File: config.mk
export PLATFORM = sky130hd
export DESIGN_NAME = approx_div_top
export DESIGN_NICKNAME = d
export VERILOG_FILES = /design/src/hdl/approx_div_pkg.sv /design/src/hdl/tri_div_array.sv /design/src/hdl/div_issue_stage.sv /design/src/hdl/div_result_fifo.sv /design/src/hdl/div_result_port.sv /design/src/hdl/approx_div_top.sv
export VERILOG_INCLUDE_DIRS = /design/src /design/src/hdl
export SDC_FILE = /design/constraint.sdc
export NUM_CORES = 1
export LEC_CHECK = 0
export ABC_AREA = 1
export ABC_CLOCK_PERIOD_IN_PS = 22900
export BUFFER_PORTS_ARGS = -buffer_cell sky130_fd_sc_hd__buf_2
export CORE_MARGIN = 2
export CORE_UTILIZATION = 55
export CTS_CLUSTER_SIZE = 40
export DETAILED_ROUTE_END_ITERATION = 8
export PLACE_DENSITY = 0.77
export SYNTH_ARGS = -nofsm -noshare
export SYNTH_HDL_FRONTEND = slang
export SYNTH_SLANG_ARGS = --single-unit
export TNS_END_PERCENT = 30
File: constraint.sdc
create_clock -name clk -period 22.9 [get_ports clk]
set_input_delay 4.58 -clock clk [delete_from_list [all_inputs] [get_ports clk]]
set_output_delay 4.58 -clock clk [all_outputs]
set_load 0.05 [all_outputs]
File: src/hdl/approx_div_defs.svh
`ifndef APPROX_DIV_DEFS_SVH
`define APPROX_DIV_DEFS_SVH

// Result buffer sizing shared by the RTL and the testbench

`define ADIV_FIFO_DEPTH 4 // Results held between producer and consumer

// Must be wide enough to hold the value ADIV_FIFO_DEPTH itself
`define ADIV_CNT_W 3

`endif

File: src/hdl/approx_div_pkg.sv
package approx_div_pkg;

  typedef logic [15:0] dividend_t; // Unsigned dividend
  typedef logic [7:0]  divisor_t;  // Unsigned divisor

  typedef logic [7:0]  quot_t;     // Approximate quotient
  typedef logic [7:0]  rem_t;      // Approximate remainder

  // Buffer word with the quotient in the upper byte and the remainder below
  typedef logic [15:0] div_result_t;

endpackage

File: src/hdl/tri_div_array.sv
`timescale 1ns/100ps

module tri_div_array import approx_div_pkg::*; (
  input  dividend_t n,
  input  divisor_t  d,
  output quot_t     q,
  output rem_t      r
);

  // Full subtractor cell that returns {borrow_out, difference}
  function automatic logic [1:0] cell_exact(
    input logic x,
    input logic y,
    input logic b_in
  );
    logic diff;
    logic b_out;
    diff  = x ^ y ^ b_in;
    b_out = (~x & y) | (~(x ^ y) & b_in);
    return {b_out, diff};
  endfunction

  // Approximate cell ignores the divisor bit and never borrows
  function automatic logic [1:0] cell_approx(
    input logic x,
    input logic b_in
  );
    logic diff;
    diff = x & ~b_in;
    return {1'b0, diff};
  endfunction

  wire [7:0] x_cell [0:7]; // Minuend bit entering each cell
  wire [7:0] b_in   [0:7]; // Borrow into each cell
  wire [7:0] b_out  [0:7]; // Borrow out of each cell
  wire [7:0] diff   [0:7]; // Raw subtract result per cell
  wire [7:0] r_part [0:7]; // Partial remainder leaving each row
  wire [7:0] q_row;

  for (genvar i = 0; i < 8; i++) begin : g_row
    for (genvar j = 0; j < 8; j++) begin : g_col

      // Top row reads the dividend directly while lower rows shift in one new bit
      if (i == 7) begin : g_top
        assign x_cell[i][j] = n[7 + j];
      end else if (j == 0) begin : g_shift
        assign x_cell[i][j] = n[i];
      end else begin : g_chain
        assign x_cell[i][j] = r_part[i + 1][j - 1];
      end

      if (j == 0) begin : g_lsb
        assign b_in[i][j] = 1'b0;
      end else begin : g_borrow
        assign b_in[i][j] = b_out[i][j - 1];
      end

      // Low-weight corner of the triangle uses the cheap cell
      if (i + j <= 5) begin : g_approx
        assign {b_out[i][j], diff[i][j]} = cell_approx(x_cell[i][j], b_in[i][j]);
      end else begin : g_exact
        assign {b_out[i][j], diff[i][j]} = cell_exact(x_cell[i][j], d[j], b_in[i][j]);
      end

      assign r_part[i][j] = q_row[i] ? diff[i][j] : x_cell[i][j]; // Restore on failed subtract

    end

    // A set bit above the row or no final borrow means the divisor fits
    if (i == 7) begin : g_q_top
      assign q_row[i] = n[15] | ~b_out[i][7];
    end else begin : g_q_low
      assign q_row[i] = r_part[i + 1][7] | ~b_out[i][7];
    end
  end

  assign q = q_row;
  assign r = r_part[0]; // Bottom row leaves the remainder

endmodule

File: src/hdl/div_issue_stage.sv
`timescale 1ns/100ps

module div_issue_stage import approx_div_pkg::*; (
  input  logic        clk,
  input  logic        rst,
  input  logic        in_valid,
  input  dividend_t   n,
  input  divisor_t    d,
  input  logic        busy,
  output logic        issue_valid,
  output div_result_t issue_result,
  output logic        overflow
);

  quot_t arr_q;
  rem_t  arr_r;
  logic  accept;

  tri_div_array u_tri_div_array (
    .n (n),
    .d (d),
    .q (arr_q),
    .r (arr_r)
  );

  assign accept = in_valid & ~busy; // Buffer has room for one more result

  always_ff @(posedge clk) begin
    if (rst) begin
      issue_valid <= 1'b0;
      overflow    <= 1'b0;
    end else begin
      issue_valid <= accept;
      if (in_valid && busy) begin
        overflow <= 1'b1; // Sticky until reset
      end
    end
  end

  always_ff @(posedge clk) begin
    if (accept) begin
      issue_result <= {arr_q, arr_r};
    end
  end

endmodule

File: src/hdl/div_result_fifo.sv
`timescale 1ns/100ps

`include "approx_div_defs.svh"

module div_result_fifo import approx_div_pkg::*; (
  input  logic        clk,
  input  logic        rst,
  input  logic        push,
  input  div_result_t push_data,
  input  logic        pop,
  output div_result_t pop_data,
  output logic        empty,
  output logic        busy
);

  localparam int PTR_W = (`ADIV_FIFO_DEPTH > 1) ? $clog2(`ADIV_FIFO_DEPTH) : 1;

  div_result_t mem [`ADIV_FIFO_DEPTH];

  logic [PTR_W-1:0]       wr_ptr;
  logic [PTR_W-1:0]       rd_ptr;
  logic [`ADIV_CNT_W-1:0] count;
  logic [`ADIV_CNT_W:0]   fill; // Occupancy including the result now arriving

  always_ff @(posedge clk) begin
    if (push) begin
      mem[wr_ptr] <= push_data;
    end
  end

  always_ff @(posedge clk) begin
    if (rst) begin
      wr_ptr <= '0;
      rd_ptr <= '0;
      count  <= '0;
    end else begin
      if (push) begin
        wr_ptr <= (wr_ptr == PTR_W'(`ADIV_FIFO_DEPTH - 1)) ? '0 : wr_ptr + 1'b1;
      end
      if (pop) begin
        rd_ptr <= (rd_ptr == PTR_W'(`ADIV_FIFO_DEPTH - 1)) ? '0 : rd_ptr + 1'b1;
      end
      count <= count + `ADIV_CNT_W'(push) - `ADIV_CNT_W'(pop);
    end
  end

  assign pop_data = mem[rd_ptr];
  assign empty    = (count == '0);

  // An operand accepted now lands one cycle later, so count it as already here
  assign fill = {1'b0, count} + {{`ADIV_CNT_W{1'b0}}, push};
  assign busy = (fill >= (`ADIV_CNT_W + 1)'(`ADIV_FIFO_DEPTH));

endmodule

File: src/hdl/div_result_port.sv
`timescale 1ns/100ps

module div_result_port import approx_div_pkg::*; (
  input  logic        clk,
  input  logic        rst,
  input  logic        out_req,
  input  logic        empty,
  input  div_result_t pop_data,
  output logic        pop,
  output logic        out_valid,
  output quot_t       q,
  output rem_t        r
);

  assign pop = out_req & ~empty; // Requests on an empty buffer are dropped

  always_ff @(posedge clk) begin
    if (rst) begin
      out_valid <= 1'b0;
    end else begin
      out_valid <= pop; // Single cycle pulse per popped word
    end
  end

  // Result stays on q and r until the next pop
  always_ff @(posedge clk) begin
    if (pop) begin
      q <= pop_data[15:8];
      r <= pop_data[7:0];
    end
  end

endmodule

File: src/hdl/approx_div_top.sv
`timescale 1ns/100ps

module approx_div_top import approx_div_pkg::*; (
  input  logic      clk,
  input  logic      rst,
  input  logic      in_valid,
  input  dividend_t n,
  input  divisor_t  d,
  output logic      busy,
  output logic      overflow,
  input  logic      out_req,
  output logic      out_valid,
  output quot_t     q,
  output rem_t      r
);

  logic        issue_valid;
  div_result_t issue_result;
  logic        pop;
  div_result_t pop_data;
  logic        empty;

  div_issue_stage u_div_issue_stage (
    .clk          (clk),
    .rst          (rst),
    .in_valid     (in_valid),
    .n            (n),
    .d            (d),
    .busy         (busy),
    .issue_valid  (issue_valid),
    .issue_result (issue_result),
    .overflow     (overflow)
  );

  div_result_fifo u_div_result_fifo (
    .clk       (clk),
    .rst       (rst),
    .push      (issue_valid),
    .push_data (issue_result),
    .pop       (pop),
    .pop_data  (pop_data),
    .empty     (empty),
    .busy      (busy)
  );

  div_result_port u_div_result_port (
    .clk       (clk),
    .rst       (rst),
    .out_req   (out_req),
    .empty     (empty),
    .pop_data  (pop_data),
    .pop       (pop),
    .out_valid (out_valid),
    .q         (q),
    .r         (r)
  );

endmodule

==> flow_summary.ini, run 1 <==
[sta]
period_minus_slack_ns = 22.03
setup_slack_ns = 0.869
post-route-period-util = 0.962
setup_violations = 0
report.final.hold_viol_count = 0
slew_headroom = 0.357
final-max-slew-violation-count = 0
worstMarginPinSlew_ns = 0.964
fin_worst_skew_ns = 0.0102
max_freq_mhz = 45.4

[synth]
synth_cell_types = 29
async_flop_share = 0
synthTopCellsByCount = nand2_1, edfxtp_1, inv_1, nand3_1, nor2_1
synth_ff_type = edfxtp_1
synth.largest_area_cell = edfxtp_1
syn_nets = 665
synth-warning-count = 0
synth_area_leaders = edfxtp_1, fa_1, nand2_1
postSynthCellCount = 585
synth.most_common_cell = nand2_1
synth_top_area_frac = 0.475
ys_ff_latch = 106
ys_seq_area_frac = 0.508
synth_edf_count = 96
synth_area_um2 = 6060
syn_area_per_cell_um2 = 10.4

[floorplanning]
die_x_um = 109
fp.dieH_um = 109
boundaryPins = 47
core_um2 = 10800
dieArea_um2 = 11900
start_util = 0.562
num_rows = 38

[routing]
drc = 0
wl_um = 11600
antenna_left = 0
first_pass_iters = 4
num_vias = 4060
wire_per_inst_um = 14.8
via_per_inst = 5.21
drtIter0Drc = 250

[clock_tree]
cts.sinks = 106
root_buffer = clkbuf_8
clock_latency_ns = 0.37
cts_buffer_depth = 2
clk_pin_slew_ns = 0.08
cts_max_level = 3
cts_tree = yes
cts_made_buffers = 9

[worst_setup_path]
startpoint_type = input port
critPathMaxStageDelay_ns = 0.45
critPathKind = input port to flop
cp_slowest_cell = fa_1
path_common_cell = fa_1
worstPathArrival_ns = 22.16
cp_max_fo = 11
worst_setup_path_end_kind = flop
ff2ff_setup_slack_ns = 19.92
required_ns = 23.03

[grt]
grt_pass1_vias = 4085
grt_usage = 0.212
grt_pass1_wl_um = 19100
antenna_found_initial = 0
grt_max_degree = 36
overflow = 0

[placement]
dpl.hpwl_um = 8420
io_buffer_count = 46
post-place-ws_ns = -0.152
placed_cell_area_um2 = 6370
gp_congestion = 0.874

[final_layout]
drive_above_1_share = 0.186
num-fill-cells = 858
antenna_cells = 0
fin_area_um2 = 6620
nets = 715
area_growth_pct = 9.18

[outcome]
status = completed

[min_path]
hold_path.class = flop to flop

[flow_run]
maxCapViolCount = 0
[layer usage]
layer / track usage / part of all wire
met2: 0.374 / 0.52
met5: 0 / 0
met4: 0.0595 / 0.020
met3: 0.0353 / 0.043
met1: 0.268 / 0.42
[metrics by stage]
step / std cells / TNS, ns / hold slack [ns] / util
floorplan: 585 / 0 / 0.459 / -
global placement: 756 / 0 / 0.434 / 0.591
detailed placement: 756 / -0.343 / 0.437 / 0.591
CTS: 772 / 0 / 0.450 / 0.606
global route: 780 / -0.0136 / 0.500 / 0.613
finish: 780 / 0 / 0.448 / 0.613
[registers in the layout, summed over array words and instances (netlist names)]
signal	flops
u_div_result_port.r	8
u_div_issue_stage.overflow	1
u_div_result_fifo.wr_ptr	2
u_div_issue_stage.issue_valid	1
u_div_issue_stage.issue_result	16
u_div_result_fifo.count	3
u_div_result_fifo.mem	64
u_div_result_port.q	8
u_div_result_fifo.rd_ptr	2
u_div_result_port.out_valid	1
[worst max-delay path, delay by kind of cell]
family	cells	cell delay [ns]
AOI/OAI and AO/OA	1	0.13
adders and majority gates	42	14.57
buffers and inverters	14	0.84
and+or+nand+nor	22	2.03
[worst paths after layout]
check                        startpoint                                 to  depth (start not counted)
max reg2reg  u_div_result_fifo.count[1]         u_div_result_fifo.count[2]                          9
min reg2reg  u_div_issue_stage.overflow         u_div_issue_stage.overflow                          2
min          u_div_issue_stage.overflow         u_div_issue_stage.overflow                          2
max                                n[7]  u_div_issue_stage.issue_result[7]                         79
[layout make-up]
type                       count  area (um2)  share of cell area
sequential                   106        3080               0.466
multi-input combinational    369        2530               0.382
timing repair buffer          60         339              0.0512
inverter                      89         334              0.0505
tap                          140         175              0.0265
clock buffer                  10         128              0.0193
clock inverter                 6        33.8             0.00510
[repair_timing]
item | in CTS | in global routing
buffers inserted | 0 | 8
endpoints found under the setup margin | 0 | 3
resized for setup | 0 | 7
hold buffers | 0 | 0
[placed cells by master, fill, tap and decap left out, types with 3 or more instances in the layout]
cell and count:
nand3_2 8, nand2_2 16, fa_2 5, ha_1 16, buf_4 13, nand2_4 5, o21ai_1 4, inv_2 3
edfxtp_1 96, o22ai_1 16, fa_1 31, nand2_1 126, a21oi_1 4, nand3_1 44, nor2_1 43, nand3_4 6
dfxtp_1 10, a211oi_1 3, o21ai_0 33, buf_2 46, inv_1 86, clkbuf_8 9
[kinds of logic after synthesis]
group	synth area share
xor+xnor	0.00289
compound gates	0.0582
flops	0.508
fa+ha+maj	0.152
simple gates	0.201
buf+inv	0.0780
Power of run 1 is not shown: default switching activity piles up to over one toggle a cycle in this logic, so the estimate is an artifact.
==> inputs of run 2 (changes only) <==
--- a/config.mk
+++ b/config.mk
@@ -6,14 +6,14 @@
 export SDC_FILE = /design/constraint.sdc
 export NUM_CORES = 1
 export LEC_CHECK = 0
-export ABC_AREA = 1
+export ABC_AREA = 0
 export ABC_CLOCK_PERIOD_IN_PS = 22900
 export BUFFER_PORTS_ARGS = -buffer_cell sky130_fd_sc_hd__buf_2
 export CORE_MARGIN = 2
-export CORE_UTILIZATION = 55
+export CORE_UTILIZATION = 54
 export CTS_CLUSTER_SIZE = 40
 export DETAILED_ROUTE_END_ITERATION = 8
-export PLACE_DENSITY = 0.77
+export PLACE_DENSITY = 0.76
 export SYNTH_ARGS = -nofsm -noshare
 export SYNTH_HDL_FRONTEND = slang
 export SYNTH_SLANG_ARGS = --single-unit
==> run 2 against run 1 <==
- synthesized cell count down 42%
- highest routed layer unchanged
- critical path depth down 4
- first-iteration DRC count decreased by 40%
- routed wire length down 21%
- flip-flop and latch count is the same
- non-clock buffer count grew 25
- sequential share of layout area grew 0.87 points
- maximum frequency shrank 2.7%
- final cell count is 28% lower
- via count decreased by 26%
==> flow_summary.ini, run 2 <==
[final_layout]
num-fill-cells = 677
reg.largest.list = u_div_result_fifo.mem: 64 flops, u_div_issue_stage.issue_result: 16 flops
nets = 507
fin_cells = 565
area_growth_pct = 17.6
layout_common_cells = edfxtp_1, buf_2, buf_4, fa_2, inv_1
antenna_cells = 0
largest_reg_flops = 64
final_common_cell = edfxtp_1
drive_above_1_share = 0.458
top_register = u_div_result_fifo.mem
fin_area_um2 = 6500

[placement]
io_buffer_count = 46
gp_congestion = 0.849
placed_cell_area_um2 = 6260
dpl.hpwl_um = 6920
placed_cells = 545

[sta]
report.final.hold_viol_count = 0
max_freq_mhz = 44.2
post-route-period-util = 0.988
worstMarginPinSlew_ns = 0.879
fin_worst_skew_ns = 0.0183
slew_headroom = 0.413
setup_violations = 0
rsz0062_at_grt = true
final-max-slew-violation-count = 0
period_minus_slack_ns = 22.63

[synth]
ys_ff_latch = 106
synth.largest_area_cell = edfxtp_1
async_flop_share = 0
ys_seq_area_frac = 0.558
synth.most_common_cell = edfxtp_1
synth_cell_types = 60
postSynthCellCount = 338
synth_ff_type = edfxtp_1
synthTopCellsByCount = edfxtp_1, fa_1, inv_1, nand2_1
synth_area_um2 = 5530
synth_area_leaders = edfxtp_1, fa_1, mux4_2
synth_edf_count = 96
synth_top_area_frac = 0.522
synth-warning-count = 0
syn_nets = 418
syn_area_per_cell_um2 = 16.4

[routing]
antenna_left = 0
num_vias = 3012
via_per_inst = 5.33
wl_um = 9080
drc = 0
drtIter0Drc = 150
first_pass_iters = 4
wire_per_inst_um = 16.1

[clock_tree]
cts_max_level = 3
cts.sinks = 106
clock_latency_ns = 0.37
root_buffer = clkbuf_8
clk_pin_slew_ns = 0.09
cts_buffer_depth = 2
cts_hold_buf = 0
cts_made_buffers = 9
cts_tree = yes

[worst_setup_path]
ff2ff_setup_slack_ns = 20.06
path_common_cell = fa_2
cp_top_family = adder cells
critPathMaxStageDelay_ns = 0.42
critPathKind = input port to flop
cp_max_fo = 3
cp_slowest_cell = fa_2
worst_setup_path_end_kind = flop
critPathBufInv = 9
startpoint_type = input port
worstPathArrival_ns = 22.75
required_ns = 23.01

[grt]
grt_pass1_wl_um = 15500
grt_max_degree = 20
grt_usage = 0.181
overflow = 0
antenna_found_initial = 0
grt_pass1_vias = 3186

[floorplanning]
start_util = 0.560
fp.dieH_um = 105
boundaryPins = 47
core_um2 = 9860
dieArea_um2 = 11100
die_x_um = 105
num_rows = 36

[outcome]
status = completed

[flow_run]
maxCapViolCount = 0

[min_path]
hold_path.class = flop to flop
[run 2: cells by family after synthesis]
logic type | share of synthesized area
multiplexers | 0.121
adder cells (fa/ha/maj) | 0.167
AO/OA/AOI/OAI | 0.0537
XOR/XNOR | 0.00159
flip-flops | 0.558
buffers and inverters | 0.0389
AND/OR/NAND/NOR | 0.0607
[run 2: timing repair]
action | CTS | global route
resized for setup | 2 | 9
pin swaps | 3 | 8
setup buffers | 1 | 3
endpoints found under the setup margin | 3 | 3
[run 2: final cells by class]
cell class / count / area [um2] / share of cell area
clock buffers: 10 / 128 / 0.0196
clock inverters: 6 / 57.6 / 0.00886
inverters: 37 / 165 / 0.0254
multi-input cells: 188 / 2380 / 0.366
flip-flops and latches: 106 / 3080 / 0.474
well taps: 133 / 166 / 0.0256
repair buffers: 85 / 523 / 0.0805
[run 2: metal layers]
layer | share of wire | global-route usage
met1 | 0.41 | 0.224
met2 | 0.55 | 0.326
met3 | 0.033 | 0.0287
met4 | 0.012 | 0.0552
met5 | 0 | 0
[run 2: metrics by stage]
stage / setup WS, ns / util / setup TNS (ns) / hold slack, ns
2_1_floorplan: -0.422 / - / -0.829 / 0.459
3_3_place_gp: -0.293 / 0.635 / -0.575 / 0.444
3_5_place_dp: -0.589 / 0.635 / -1.46 / 0.462
4_1_cts: 0.0257 / 0.655 / 0 / 0.483
5_1_grt: -0.334 / 0.659 / -0.845 / 0.502
6_report: 0.267 / 0.659 / 0 / 0.476
[run 2: worst paths after layout]
| check | from | endpoint | depth (start not counted) |
|---|---|---|---|
| max reg2reg | u_div_result_fifo.count[1] | u_div_result_fifo.count[2] | 9 |
| min reg2reg | u_div_issue_stage.overflow | u_div_issue_stage.overflow | 2 |
| min | u_div_issue_stage.overflow | u_div_issue_stage.overflow | 2 |
| max | n[7] | u_div_issue_stage.issue_result[6] | 75 |
[run 2: worst register-to-register path, cell delays in order, from the launching register on]
cell	delay (ns)
dfxtp_1	0.37
o31ai_1	0.58
inv_1	0.52
ha_1	0.42
inv_1	0.06
ha_1	0.13
inv_1	0.05
fa_1	0.40
xnor2_1	0.16
nor2_1	0.05
Power of run 2 is left out for the same reason.
==> inputs of run 3 (changes only) <==
--- a/config.mk
+++ b/config.mk
@@ -11,10 +11,12 @@
 export BUFFER_PORTS_ARGS = -buffer_cell sky130_fd_sc_hd__buf_2
 export CORE_MARGIN = 2
 export CORE_UTILIZATION = 54
+export CTS_BUF_LIST = sky130_fd_sc_hd__clkbuf_16
 export CTS_CLUSTER_SIZE = 40
 export DETAILED_ROUTE_END_ITERATION = 8
 export PLACE_DENSITY = 0.76
 export SYNTH_ARGS = -nofsm -noshare
 export SYNTH_HDL_FRONTEND = slang
+export SYNTH_HIERARCHICAL = 1
 export SYNTH_SLANG_ARGS = --single-unit
 export TNS_END_PERCENT = 30
==> run 3 against run 2 <==
- non-clock buffer count shrank 20
- sequential share of layout area up 0.61 points
- clock skew is 0.013 ns lower
- first-iteration DRC count rose by 18%
- largest cell class unchanged
==> flow_summary.ini, run 3 <==
[routing]
wl_met1_um = 3820
wl_um = 9470
first_pass_iters = 4
top_layer_used = met4
num_vias = 3092
wl_met2_um = 5130
wire_per_inst_um = 16.8
drtIter0Drc = 177
drc = 0
via_per_inst = 5.48
wl_met3_um = 347
antenna_left = 0

[worst_setup_path]
path_common_cell = fa_2
worstPathArrival_ns = 22.47
ff2ff_setup_slack_ns = 20.65
cp_slowest_cell = fa_2
startpoint_type = input port
worst_setup_path_end_kind = flop
critPathKind = input port to flop
cp_max_fo = 10
critPathMaxStageDelay_ns = 0.43
required_ns = 22.98

[synth]
synthMuxAreaShare = 0.110
postSynthCellCount = 361
ys_ff_latch = 108
synth_simple_gate_area_frac = 0.0661
synthTopCellsByCount = edfxtp_1, inv_1, fa_1, nand2_1, mux2i_1
syn_area_per_cell_um2 = 15.7
synth_cell_types = 62
async_flop_share = 0
ys_seq_area_frac = 0.551
synth_area_um2 = 5660
synth-warning-count = 6
synthAdderAreaFrac = 0.163
synth_ff_type = edfxtp_1
syn_nets = 441
synth_edf_count = 96
synth_top_area_frac = 0.509
synth.largest_area_cell = edfxtp_1
synth_compound_area_frac = 0.0581
synth_top_family_by_area = adder cells
synth_xor_area_frac = 0.00155
synth_area_leaders = edfxtp_1, fa_1, dfxtp_1
synth.most_common_cell = edfxtp_1

[flow_run]
maxCapViolCount = 0

[placement]
gp_congestion = 0.826
dpl.hpwl_um = 6890
post-place-ws_ns = -0.294
io_buffer_count = 46

[grt]
grt_usage = 0.184
antenna_found_initial = 0
overflow = 0
grt_pass1_vias = 3182
grt_max_degree = 21
grt_pass1_wl_um = 15800

[sta]
final-max-slew-violation-count = 0
worstMarginPinSlew_ns = 1.01
fin_tns_setup_ns = 0
fin_worst_skew_ns = 0.00542
setup_slack_ns = 0.510
post-route-period-util = 0.978
period_minus_slack_ns = 22.39
report.final.hold_viol_count = 0
max_freq_mhz = 44.7
slew_headroom = 0.328
setup_violations = 0

[final_layout]
top_register = u_div_result_fifo/mem
largest_reg_flops = 64
area_growth_pct = 14.8
final_common_cell = edfxtp_1
reg.largest.list = u_div_result_fifo/mem: 64 flops, u_div_issue_stage/issue_result: 16 flops
drive_above_1_share = 0.357
antenna_cells = 0
layout_common_cells = edfxtp_1, buf_2, inv_1, fa_2, nand2_1
nets = 503

[floorplanning]
core_um2 = 10200
boundaryPins = 47
start_util = 0.554
num_rows = 37
die_x_um = 106
fp.dieH_um = 106
dieArea_um2 = 11300

[clock_tree]
cts_max_level = 3
clk_pin_slew_ns = 0.07
cts_made_buffers = 9
cts_buffer_depth = 2
cts.sinks = 108
cts_tree = yes
clock_latency_ns = 0.35
cts_hold_buf = 0
root_buffer = clkbuf_16

[outcome]
status = completed

[min_path]
hold_path.class = flop to flop
-- run 3: layer usage --
| metal | vias up | track usage |
|---|---|---|
| met3 | 10 | 0.0251 |
| met4 | 0 | 0.0771 |
| met1 | 1550 | 0.225 |
| met2 | 73 | 0.329 |
| li1 | 1459 | - |
| met5 | - | 0 |
-- run 3: cell type report --
class	instances	area, um2
clock inverter	7	58.8
multi-input combinational	200	2400
timing repair buffer	65	373
tap	136	170
clock buffer	9	225
fill	729	3730
sequential	108	3120
inverter	39	149
-- run 3: cell families (layout without fill, tap and decap cells) --
kind of cell,count (synthesis),count (layout)
AOI/OAI and AO/OA,42,42
xor gates and xnor gates,1,1
adders and majority gates,52,52
buffers and inverters,53,120
DFF,108,108
muxes,39,39
and+or+nand+nor,66,66
-- run 3: through the flow --
stage               utilization  hold WS, ns  area, um2  std cells
global placement          0.601        0.444       6150        544
floorplan                     -        0.459       5780        361
finish                    0.635        0.471       6500        564
CTS                       0.629        0.474       6430        560
global route              0.635        0.506       6500        564
detailed placement        0.601        0.456       6150        544
-- run 3: timing repair --
item,4_1_cts,5_1_grt
setup endpoints to repair,0,3
setup buffers,0,4
resized for setup,0,13
-- run 3: final timing paths --
check                                                 from                                end  cells past startpoint
worst max-delay path                                  n[7]  u_div_issue_stage/issue_result[7]                     72
worst min-delay path            u_div_issue_stage/overflow         u_div_issue_stage/overflow                      2
worst max register to register  u_div_result_fifo/count[1]         u_div_result_fifo/count[2]                     10
worst min register to register  u_div_issue_stage/overflow         u_div_issue_stage/overflow                      2
-- run 3: worst max-delay path, delay by kind of cell --
family	cells	cell delay [ns]
fa+ha+maj	41	13.44
compound gates	10	1.87
simple gates	10	1.33
buf+inv	8	0.62
mux	3	0.60
Power of run 3 is left out for the same reason.
